===== src/include/branch_cfg.svh =====
`ifndef BRANCH_CFG_SVH
`define BRANCH_CFG_SVH

// ######################################################################
// widths
// ######################################################################

// pc and branch target width, offsets are truncated to this
`define BR_ADDR_W 16

// register operand width
`define BR_DATA_W 16

// branch id width, one buffer entry per id
`define BR_ID_W 2

// ######################################################################
// opcodes, top six bits of the instruction word
// ######################################################################

`define BR_OP_JMP 6'h02
`define BR_OP_BEQ 6'h04
`define BR_OP_BNE 6'h05
`define BR_OP_BLT 6'h06  // signed compare

`endif


===== src/verilog/branch_pkg.sv =====
package branch_pkg;

    // ######################################################################
    // branch classification
    // ######################################################################

    typedef enum logic [1:0] {
        BR_NONE,
        BR_COND,
        BR_JUMP
    } branch_kind_e;

    // lt compares the operands as signed values
    typedef enum logic [1:0] {
        COND_EQ,
        COND_NE,
        COND_LT
    } branch_cond_e;

    // ######################################################################
    // instruction word
    // ######################################################################

    // conditional branch format, byte offset relative to pc
    typedef struct packed {
        logic [5:0]         opcode;
        logic [4:0]         rs1;
        logic [4:0]         rs2;
        logic signed [15:0] offset;
    } b_fmt_t;

    // direct jump format with the wider offset
    typedef struct packed {
        logic [5:0]         opcode;
        logic signed [25:0] offset;
    } j_fmt_t;

    // opcode sits in the same bits in both formats
    typedef union packed {
        b_fmt_t b_fmt;
        j_fmt_t j_fmt;
    } instr_word_u;

endpackage


===== src/verilog/branch_ifs.sv =====
`timescale 1ns/1ps
`include "branch_cfg.svh"

// decode stage register contents, handed to execute
interface branch_op_if;
    import branch_pkg::*;

    logic                  valid;
    logic [`BR_ID_W-1:0]   id;
    branch_kind_e          kind;
    branch_cond_e          cond;
    logic [`BR_ADDR_W-1:0] pc;
    logic                  pred_taken;
    logic [`BR_ADDR_W-1:0] pred_target;
    logic [`BR_DATA_W-1:0] rs1_data;
    logic [`BR_DATA_W-1:0] rs2_data;

    modport decode (output valid, id, kind, cond, pc, pred_taken, pred_target,
                    rs1_data, rs2_data);
    modport execute (input valid, id, kind, cond, pc, pred_taken, pred_target,
                     rs1_data, rs2_data);
endinterface

// execute stage register contents, handed to result
interface branch_res_if;
    logic                  valid;
    logic [`BR_ID_W-1:0]   id;
    logic [`BR_ADDR_W-1:0] pc;
    logic                  taken;
    logic [`BR_ADDR_W-1:0] actual_target;
    logic                  pred_taken;
    logic [`BR_ADDR_W-1:0] pred_target;

    modport execute (output valid, id, pc, taken, actual_target, pred_taken, pred_target);
    modport result (input valid, id, pc, taken, actual_target, pred_taken, pred_target);
endinterface


===== src/verilog/branch_target_buffer.sv =====
`timescale 1ns/1ps
`include "branch_cfg.svh"

module branch_target_buffer (
    input  logic                  clk,
    input  logic                  reset,
    input  logic                  v_i,
    input  logic [`BR_ID_W-1:0]   pred_id_i,
    input  logic [`BR_ADDR_W-1:0] pc_i,
    input  logic [`BR_ADDR_W-1:0] branch_addr_i,
    input  logic [`BR_ID_W-1:0]   branch_id_i,
    output logic                  v_o,
    output logic [`BR_ADDR_W-1:0] pc_o,
    output logic [`BR_ADDR_W-1:0] branch_addr_o,
    input  logic                  delete_i,
    input  logic [`BR_ID_W-1:0]   delete_id_i
);

    localparam int ENTRIES = 1 << `BR_ID_W;

    logic [`BR_ADDR_W-1:0] pc_mem     [ENTRIES];
    logic [`BR_ADDR_W-1:0] target_mem [ENTRIES];
    logic [ENTRIES-1:0]    valid_r;

    // ######################################################################
    // lookup by branch id
    // ######################################################################

    assign v_o           = valid_r[branch_id_i];
    assign pc_o          = pc_mem[branch_id_i];
    assign branch_addr_o = target_mem[branch_id_i];

    // ######################################################################
    // allocate and release
    // ######################################################################

    always_ff @(posedge clk or negedge reset) begin
        if (!reset) begin
            valid_r <= '0;
        end else begin
            if (delete_i) begin
                valid_r[delete_id_i] <= 1'b0;
            end
            // a new branch taking the id being released keeps it valid
            if (v_i) begin
                valid_r[pred_id_i] <= 1'b1;
            end
        end
    end

    always_ff @(posedge clk) begin
        if (v_i) begin
            pc_mem[pred_id_i]     <= pc_i;
            target_mem[pred_id_i] <= branch_addr_i;
        end
    end

endmodule


===== src/verilog/branch_decode.sv =====
`timescale 1ns/1ps
`include "branch_cfg.svh"

module branch_decode (
    input  logic                    clk,
    input  logic                    reset,
    input  logic                    issue_v_i,
    input  branch_pkg::instr_word_u instr_i,
    input  logic [`BR_ADDR_W-1:0]   pc_i,
    input  logic [`BR_DATA_W-1:0]   rs1_data_i,
    input  logic [`BR_DATA_W-1:0]   rs2_data_i,
    input  logic                    flush_i,
    branch_op_if.decode             op,
    output logic                    btb_v_o,
    output logic [`BR_ID_W-1:0]     btb_id_o,
    output logic [`BR_ADDR_W-1:0]   btb_pc_o,
    output logic [`BR_ADDR_W-1:0]   btb_target_o
);
    import branch_pkg::*;

    branch_kind_e          kind;
    branch_cond_e          cond;
    logic [`BR_ADDR_W-1:0] target;
    logic                  pred_taken;
    logic [`BR_ID_W-1:0]   id_r;

    // ######################################################################
    // recognition and static prediction
    // ######################################################################

    always_comb begin
        kind = BR_NONE;
        cond = COND_EQ;
        case (instr_i.b_fmt.opcode)
            `BR_OP_BEQ: kind = BR_COND;
            `BR_OP_BNE: begin
                kind = BR_COND;
                cond = COND_NE;
            end
            `BR_OP_BLT: begin
                kind = BR_COND;
                cond = COND_LT;
            end
            `BR_OP_JMP: kind = BR_JUMP;
            default: kind = BR_NONE;  // anything else is not ours
        endcase
    end

    // offsets wrap into the pc width, where both formats hold the same low bits
    assign target = pc_i + instr_i.b_fmt.offset[`BR_ADDR_W-1:0];

    // backward conditional branches are usually loop closers
    assign pred_taken = (kind == BR_JUMP) || (kind == BR_COND && instr_i.b_fmt.offset[15]);

    // an issue arriving during a flush is younger than the mispredict
    assign btb_v_o      = issue_v_i && (kind != BR_NONE) && !flush_i;
    assign btb_id_o     = id_r;
    assign btb_pc_o     = pc_i;
    assign btb_target_o = target;

    always_ff @(posedge clk or negedge reset) begin
        if (!reset) begin
            id_r <= '0;
        end else if (btb_v_o) begin
            id_r <= id_r + 1'b1;  // wraps over the four entries
        end
    end

    // ######################################################################
    // decode stage register
    // ######################################################################

    always_ff @(posedge clk or negedge reset) begin
        if (!reset) begin
            op.valid <= 1'b0;
        end else begin
            op.valid <= btb_v_o;
        end
    end

    always_ff @(posedge clk) begin
        if (btb_v_o) begin
            op.id          <= id_r;
            op.kind        <= kind;
            op.cond        <= cond;
            op.pc          <= pc_i;
            op.pred_taken  <= pred_taken;
            op.pred_target <= target;
            op.rs1_data    <= rs1_data_i;
            op.rs2_data    <= rs2_data_i;
        end
    end

endmodule


===== src/verilog/branch_execute.sv =====
`timescale 1ns/1ps
`include "branch_cfg.svh"

module branch_execute (
    input  logic                  clk,
    input  logic                  reset,
    input  logic                  flush_i,
    branch_op_if.execute          op,
    output logic [`BR_ID_W-1:0]   btb_id_o,
    input  logic                  btb_v_i,
    input  logic [`BR_ADDR_W-1:0] btb_pc_i,
    input  logic [`BR_ADDR_W-1:0] btb_target_i,
    branch_res_if.execute         res
);
    import branch_pkg::*;

    localparam logic [`BR_ADDR_W-1:0] PC_STEP = 4;

    logic                  cond_true;
    logic                  taken;
    logic                  hit;
    logic [`BR_ADDR_W-1:0] actual_target;

    // ######################################################################
    // condition and next pc
    // ######################################################################

    always_comb begin
        case (op.cond)
            COND_NE: cond_true = op.rs1_data != op.rs2_data;
            COND_LT: cond_true = $signed(op.rs1_data) < $signed(op.rs2_data);
            default: cond_true = op.rs1_data == op.rs2_data;
        endcase
    end

    assign taken = (op.kind == BR_JUMP) || (op.kind == BR_COND && cond_true);

    // the entry is read back by id
    assign btb_id_o = op.id;

    // fall through is the next sequential word
    assign actual_target = taken ? btb_target_i : btb_pc_i + PC_STEP;

    // entry must still be live and belong to this branch
    assign hit = op.valid && btb_v_i && (btb_pc_i == op.pc);

    // ######################################################################
    // execute stage register
    // ######################################################################

    always_ff @(posedge clk or negedge reset) begin
        if (!reset) begin
            res.valid <= 1'b0;
        end else begin
            res.valid <= hit && !flush_i;  // decode contents are squashed on flush
        end
    end

    always_ff @(posedge clk) begin
        if (hit) begin
            res.id            <= op.id;
            res.pc            <= btb_pc_i;
            res.taken         <= taken;
            res.actual_target <= actual_target;
            res.pred_taken    <= op.pred_taken;
            res.pred_target   <= op.pred_target;
        end
    end

endmodule


===== src/verilog/branch_result.sv =====
`timescale 1ns/1ps
`include "branch_cfg.svh"

module branch_result (
    input  logic                  clk,
    input  logic                  reset,
    branch_res_if.result          res,
    output logic                  resolve_v_o,
    output logic [`BR_ADDR_W-1:0] resolve_pc_o,
    output logic                  taken_o,
    output logic [`BR_ADDR_W-1:0] redirect_addr_o,
    output logic                  mispredict_o,
    output logic                  flush_o,
    output logic                  delete_o,
    output logic [`BR_ID_W-1:0]   delete_id_o
);

    logic mismatch;
    logic accept;

    // ######################################################################
    // misprediction check
    // ######################################################################

    // direction decides, the target compare only matters when both say taken
    assign mismatch = (res.taken != res.pred_taken) ||
                      (res.taken && (res.actual_target != res.pred_target));

    // the branch in execute is younger than a mispredict now resolving
    assign accept = res.valid && !flush_o;

    // release the entry as the branch moves into result, squashed or not
    assign delete_o    = res.valid;
    assign delete_id_o = res.id;

    // one cycle of flush covers the three younger slots
    assign flush_o = mispredict_o;

    // ######################################################################
    // resolution register
    // ######################################################################

    always_ff @(posedge clk or negedge reset) begin
        if (!reset) begin
            resolve_v_o  <= 1'b0;
            mispredict_o <= 1'b0;
            taken_o      <= 1'b0;
        end else begin
            resolve_v_o  <= accept;
            mispredict_o <= accept && mismatch;
            taken_o      <= accept && res.taken;
        end
    end

    // address outputs hold until the next accepted resolution
    always_ff @(posedge clk or negedge reset) begin
        if (!reset) begin
            resolve_pc_o    <= '0;
            redirect_addr_o <= '0;
        end else if (accept) begin
            resolve_pc_o    <= res.pc;
            redirect_addr_o <= res.actual_target;  // target or pc plus 4
        end
    end

endmodule


===== src/verilog/branch_unit.sv =====
`timescale 1ns/1ps
`include "branch_cfg.svh"

module branch_unit (
    input  logic                  clk,
    input  logic                  reset,
    input  logic                  issue_v_i,
    input  logic [31:0]           instr_i,
    input  logic [`BR_ADDR_W-1:0] pc_i,
    input  logic [`BR_DATA_W-1:0] rs1_data_i,
    input  logic [`BR_DATA_W-1:0] rs2_data_i,
    output logic                  resolve_v_o,
    output logic [`BR_ADDR_W-1:0] resolve_pc_o,
    output logic                  taken_o,
    output logic [`BR_ADDR_W-1:0] redirect_addr_o,
    output logic                  mispredict_o
);

    logic                  btb_wr_v;
    logic [`BR_ID_W-1:0]   btb_wr_id;
    logic [`BR_ADDR_W-1:0] btb_wr_pc;
    logic [`BR_ADDR_W-1:0] btb_wr_target;
    logic [`BR_ID_W-1:0]   btb_rd_id;
    logic                  btb_rd_v;
    logic [`BR_ADDR_W-1:0] btb_rd_pc;
    logic [`BR_ADDR_W-1:0] btb_rd_target;
    logic                  btb_del;
    logic [`BR_ID_W-1:0]   btb_del_id;
    logic                  flush;

    branch_op_if  op_if ();
    branch_res_if res_if ();

    // ######################################################################
    // pipeline: decode, execute, result around the target buffer
    // ######################################################################

    branch_decode decode_i (
        .clk          (clk),
        .reset        (reset),
        .issue_v_i    (issue_v_i),
        .instr_i      (instr_i),
        .pc_i         (pc_i),
        .rs1_data_i   (rs1_data_i),
        .rs2_data_i   (rs2_data_i),
        .flush_i      (flush),
        .op           (op_if.decode),
        .btb_v_o      (btb_wr_v),
        .btb_id_o     (btb_wr_id),
        .btb_pc_o     (btb_wr_pc),
        .btb_target_o (btb_wr_target)
    );

    branch_execute execute_i (
        .clk          (clk),
        .reset        (reset),
        .flush_i      (flush),
        .op           (op_if.execute),
        .btb_id_o     (btb_rd_id),
        .btb_v_i      (btb_rd_v),
        .btb_pc_i     (btb_rd_pc),
        .btb_target_i (btb_rd_target),
        .res          (res_if.execute)
    );

    branch_result result_i (
        .clk             (clk),
        .reset           (reset),
        .res             (res_if.result),
        .resolve_v_o     (resolve_v_o),
        .resolve_pc_o    (resolve_pc_o),
        .taken_o         (taken_o),
        .redirect_addr_o (redirect_addr_o),
        .mispredict_o    (mispredict_o),
        .flush_o         (flush),
        .delete_o        (btb_del),
        .delete_id_o     (btb_del_id)
    );

    branch_target_buffer btb_i (
        .clk           (clk),
        .reset         (reset),
        .v_i           (btb_wr_v),
        .pred_id_i     (btb_wr_id),
        .pc_i          (btb_wr_pc),
        .branch_addr_i (btb_wr_target),
        .branch_id_i   (btb_rd_id),
        .v_o           (btb_rd_v),
        .pc_o          (btb_rd_pc),
        .branch_addr_o (btb_rd_target),
        .delete_i      (btb_del),
        .delete_id_i   (btb_del_id)
    );

endmodule


===== config.mk =====
export PLATFORM = sky130hd
export DESIGN_NAME = branch_unit
export DESIGN_NICKNAME = d
export VERILOG_FILES = /design/src/verilog/branch_pkg.sv /design/src/verilog/branch_ifs.sv /design/src/verilog/branch_target_buffer.sv /design/src/verilog/branch_decode.sv /design/src/verilog/branch_execute.sv /design/src/verilog/branch_result.sv /design/src/verilog/branch_unit.sv
export VERILOG_INCLUDE_DIRS = /design/src /design/src/include
export SDC_FILE = /design/constraint.sdc
export NUM_CORES = 1
export LEC_CHECK = 0
export BUFFER_PORTS_ARGS = -buffer_cell sky130_fd_sc_hd__buf_2
export CAP_MARGIN = 20
export CORE_MARGIN = 10
export CORE_UTILIZATION = 63
export DETAILED_ROUTE_END_ITERATION = 8
export HOLD_SLACK_MARGIN = 0.08
export PLACE_DENSITY_LB_ADDON = 0.3
export SETUP_SLACK_MARGIN = 0.1
export SLEW_MARGIN = 10
export SYNTH_ARGS = -nofsm -noshare
export SYNTH_HDL_FRONTEND = slang
export SYNTH_SLANG_ARGS = --single-unit

===== constraint.sdc =====
create_clock -name clk -period 15.85 [get_ports clk]
set_input_delay 2.3775 -clock clk [delete_from_list [all_inputs] [get_ports clk]]
set_output_delay 2.3775 -clock clk [all_outputs]
set_load 0.01 [all_outputs]

==> results by group <==
Synth
  • Syn Std Cell Area: around 12000 sq um
  • Synth Area in Simple Gates: around 4.1%
  • Synthesized instance count: between 600 and 700
  • Synth top area cells: edfxtp_1, dfrtp_1, mux4_2
  • Sequential fraction of the synthesis area: 71.77%
  • Mux cell area share after synthesis: a little over a tenth
  • Post-Syn Nets: around 800
  • Post-synth top cells: edfxtp_1, mux2_2, dfrtp_1, xnor2_1, ha_1
  • Post-synth ARST share: around 15%
  • Most frequent cell after synthesis: edfxtp_1
  • FF+latch count, synth: 296
  • Synth top area share: a little over three fifths
  • Synth warn: 0
  • Number of synthesized flops with an enable pin: ~250
  • Synthesized area per cell: approximately 18 sq um
  • Main flop type after synthesis: edfxtp_1
  • Number of distinct library cells after synthesis: 50
  • Adder-Cell Fraction of Synth Area: 4.110%
  • Largest family of logic cells by synthesized area: multiplexers
  • Post-synth top area cell: edfxtp_1
  • Synth Area in XOR/XNOR: 4.213%
  • Synth Area in Compound Gates: 3.082%

CTS
  • Clock-pin slew of the registers on the worst-case setup and hold paths: about 0.060 ns
  • Clock sink count: between 200 and 300
  • CTS Hold Bufs: 0
  • Postcts setup bufs: 0
  • CTS Buf Count: 28
  • PostCTS Resize Cnt: 0
  • CTS root buf: clkbuf_16
  • CTS Buffer Depth: 3
  • CTS tree: built
  • Insertion delay to the later sink of the worst-skew pair: 0.54 ns
  • H-tree depth: 1

STA
  • Fin crit share: 28.91%
  • Min Tclk post-route: ~4.6 ns
  • Setup Viol. Count Final: 0
  • Fin Clk Skew: about 0.015 ns
  • Fin. Hold Viols: 0
  • Final worst slack: 11.27 ns
  • RSZ-0062 raised after global routing: false
  • Final Slew Violations: 0
  • Fmax: 218.2 MHz
  • Slew HR: around a third
  • Worst-margin pin slew: 1.014 ns
  • Total negative slack: 0 ns

Drt
  • Vias: roughly 6300
  • Vias per cell: around 6.0
  • DRT iter0 DRCs: 519
  • WL per Instance: 22.34 um
  • First drt pass iteration count: 5
  • Post-Route WL: approximately 24000 um
  • Post-route ant nets: 0
  • Drc violations: 0

Finish
  • Ratio of cells with drive above 1 in the final layout: roughly 30%
  • Final cell count without fillers: roughly 1100
  • Ant. Diodes: 0
  • Final #Nets: roughly 930
  • Area Overhead vs Synth: 14.39%

Power and ir drop
  • Total power: between 0.0015 and 0.002 W
  • Part of the power in registers: between 50% and 60%
  • PwrDens: ~120 nW/um^2
  • Switching share of power: about a fifth
  • Internal power: 0.001277 W
  • Sw power: about 0.00034 W
  • Comb power frac: under 10%
  • Lkg Pwr: between 5 and 6 nW
  • VDD IR-drop max: 0.08068 mV
  • Clock power frac: roughly two fifths

Setup path
  • Reg-to-reg slack, setup: around 12 ns
  • Worst setup SP type: input pin
  • CP max FO: 6
  • Crit path required time: between 15 and 20 ns
  • Slowest stage delay, CP: 0.66 ns
  • CP Class: in2reg
  • Crit-path cells: buf_2 -> ha_1 -> and3_1 -> nand2_1 -> a21o_1 -> o21ai_0 -> o31a_1 -> nor4_1 -> a211oi_1
  • Slowest stage cell, crit path: a211oi_1
  • Crit path DAT: approximately 4.8 ns
  • Crit. End Element: flip-flop

GRT
  • Total grt overflow: 0
  • Vias in the first global route: between 6000 and 7000
  • Overall Global Routing Usage: approximately a fifth
  • Pin count of the biggest net entering global routing: 73
  • First-pass GRT wire length: 37200 um
  • Antenna violations before repair: 0

Floorplan
  • Die Width: between 150 and 200 um
  • CORE AREA: approximately 19000 sq um
  • Die height: between 150 and 200 um
  • Cell Rows: 50
  • Die ar.: 25070 sq um
  • Top-Level Pins: approximately 120
  • Initial Util: between 60 and 70%

Placement
  • Cells after DPL: a little over 1000
  • IO buf count: between 100 and 150
  • Pre-CTS WS: 10.51 ns
  • Post-DP HPWL: roughly 16000 um
  • Global placer's final weighted congestion: about 0.84

Flow run
  • Max_cap viols: 0

Min path
  • Worst min-delay path class: reg2reg

Run status
  • Status: finished clean
==> placed cells by master (no fill, tap or decap), drive strengths merged, types with 14 or more instances in the layout <==
master / n
ha: 38
clkbuf: 35
edfxtp: 251
dfrtp: 43
inv: 35
nand3: 14
nor2: 15
xnor2: 39
xor2: 19
mux4: 33
mux2: 49
buf: 118
nand2: 16
o21ai: 19
==> path summary, 6_finish.rpt <==
path,from,to,depth (start not counted)
worst max-delay path,pc_i[9],decode_i.op.pred_target[15],9
worst min-delay path,decode_i.op.pred_target[3],execute_i.res.pred_target[3],0
worst max register to register,flip-flop,execute_i.res.pc[0],7
worst min register to register,decode_i.op.pred_target[3],execute_i.res.pred_target[3],0
max in group asynchronous,reset,result_i.resolve_pc_o[12],2
min in group asynchronous,reset,btb_i.valid_r[0],1
==> power groups by stage <==
stage                logic, W  registers [W]  clock network, W
finish               0.000104       0.000878          0.000635
global route         0.000116       0.000879          0.000676
CTS                  0.000104       0.000878          0.000643
detailed placement   0.000102       0.000895                 0
global placement    0.0000953       0.000893                 0
floorplan           0.0000630       0.000892                 0
==> kinds of logic (layout without fill, tap and decap cells) <==
group                      Yosys count  in the layout
AOI/OAI and AO/OA                   59             59
xor gates and xnor gates            58             58
adders and majority gates           39             39
buffers and inverters               49            204
DFF                                296            296
muxes                               83             83
and+or+nand+nor                     91             91
==> through the flow <==
step	hold slack [ns]	util (%)	cell area, sq um
2_1_floorplan	0.4003	-	12060
3_3_place_gp	0.4058	68.71	12900
3_5_place_dp	0.4045	68.71	12900
4_1_cts	0.4189	73.38	13770
5_1_grt	0.4274	73.49	13790
6_report	0.4137	73.49	13790
==> routing by layer <==
| layer | global-route usage, % | wire, um | vias to the layer above |
|---|---|---|---|
| li1 | - | - | 2853 |
| met1 | 25.53 | 9682 | 3186 |
| met2 | 32.23 | 11790 | 265 |
| met3 | 3.643 | 1856 | 37 |
| met4 | 5.249 | 438 | 0 |
| met5 | 0 | 0 | - |
==> critical path, delay by kind of cell <==
family	cells	cell delay (ns)
AO/OA/AOI/OAI	4	1.54
adder cells (fa/ha/maj)	1	0.38
buffers and inverters	1	0.13
AND/OR/NAND/NOR	3	0.38
==> layout make-up <==
| class | count | area (sq um) |
|---|---|---|
| repair buffers | 118 | 630.6 |
| well taps | 234 | 292.8 |
| inverters | 35 | 131.4 |
| clock inverters | 16 | 127.6 |
| clock buffers | 35 | 748.2 |
| multi-input cells | 330 | 3206 |
| fillers | 1109 | 4976 |
| flip-flops and latches | 296 | 8656 |
==> registers in the layout, summed over array words and instances (netlist names), 4 cells and up, named ones only <==
signal,cells
btb_i.pc_mem,64
btb_i.target_mem,64
btb_i.valid_r,4
decode_i.op.pc,16
decode_i.op.pred_target,16
decode_i.op.rs1_data,16
decode_i.op.rs2_data,16
execute_i.res.actual_target,16
execute_i.res.pc,16
execute_i.res.pred_target,16
result_i.redirect_addr_o,16
result_i.resolve_pc_o,16
Power figures use the tool's default switching activity.
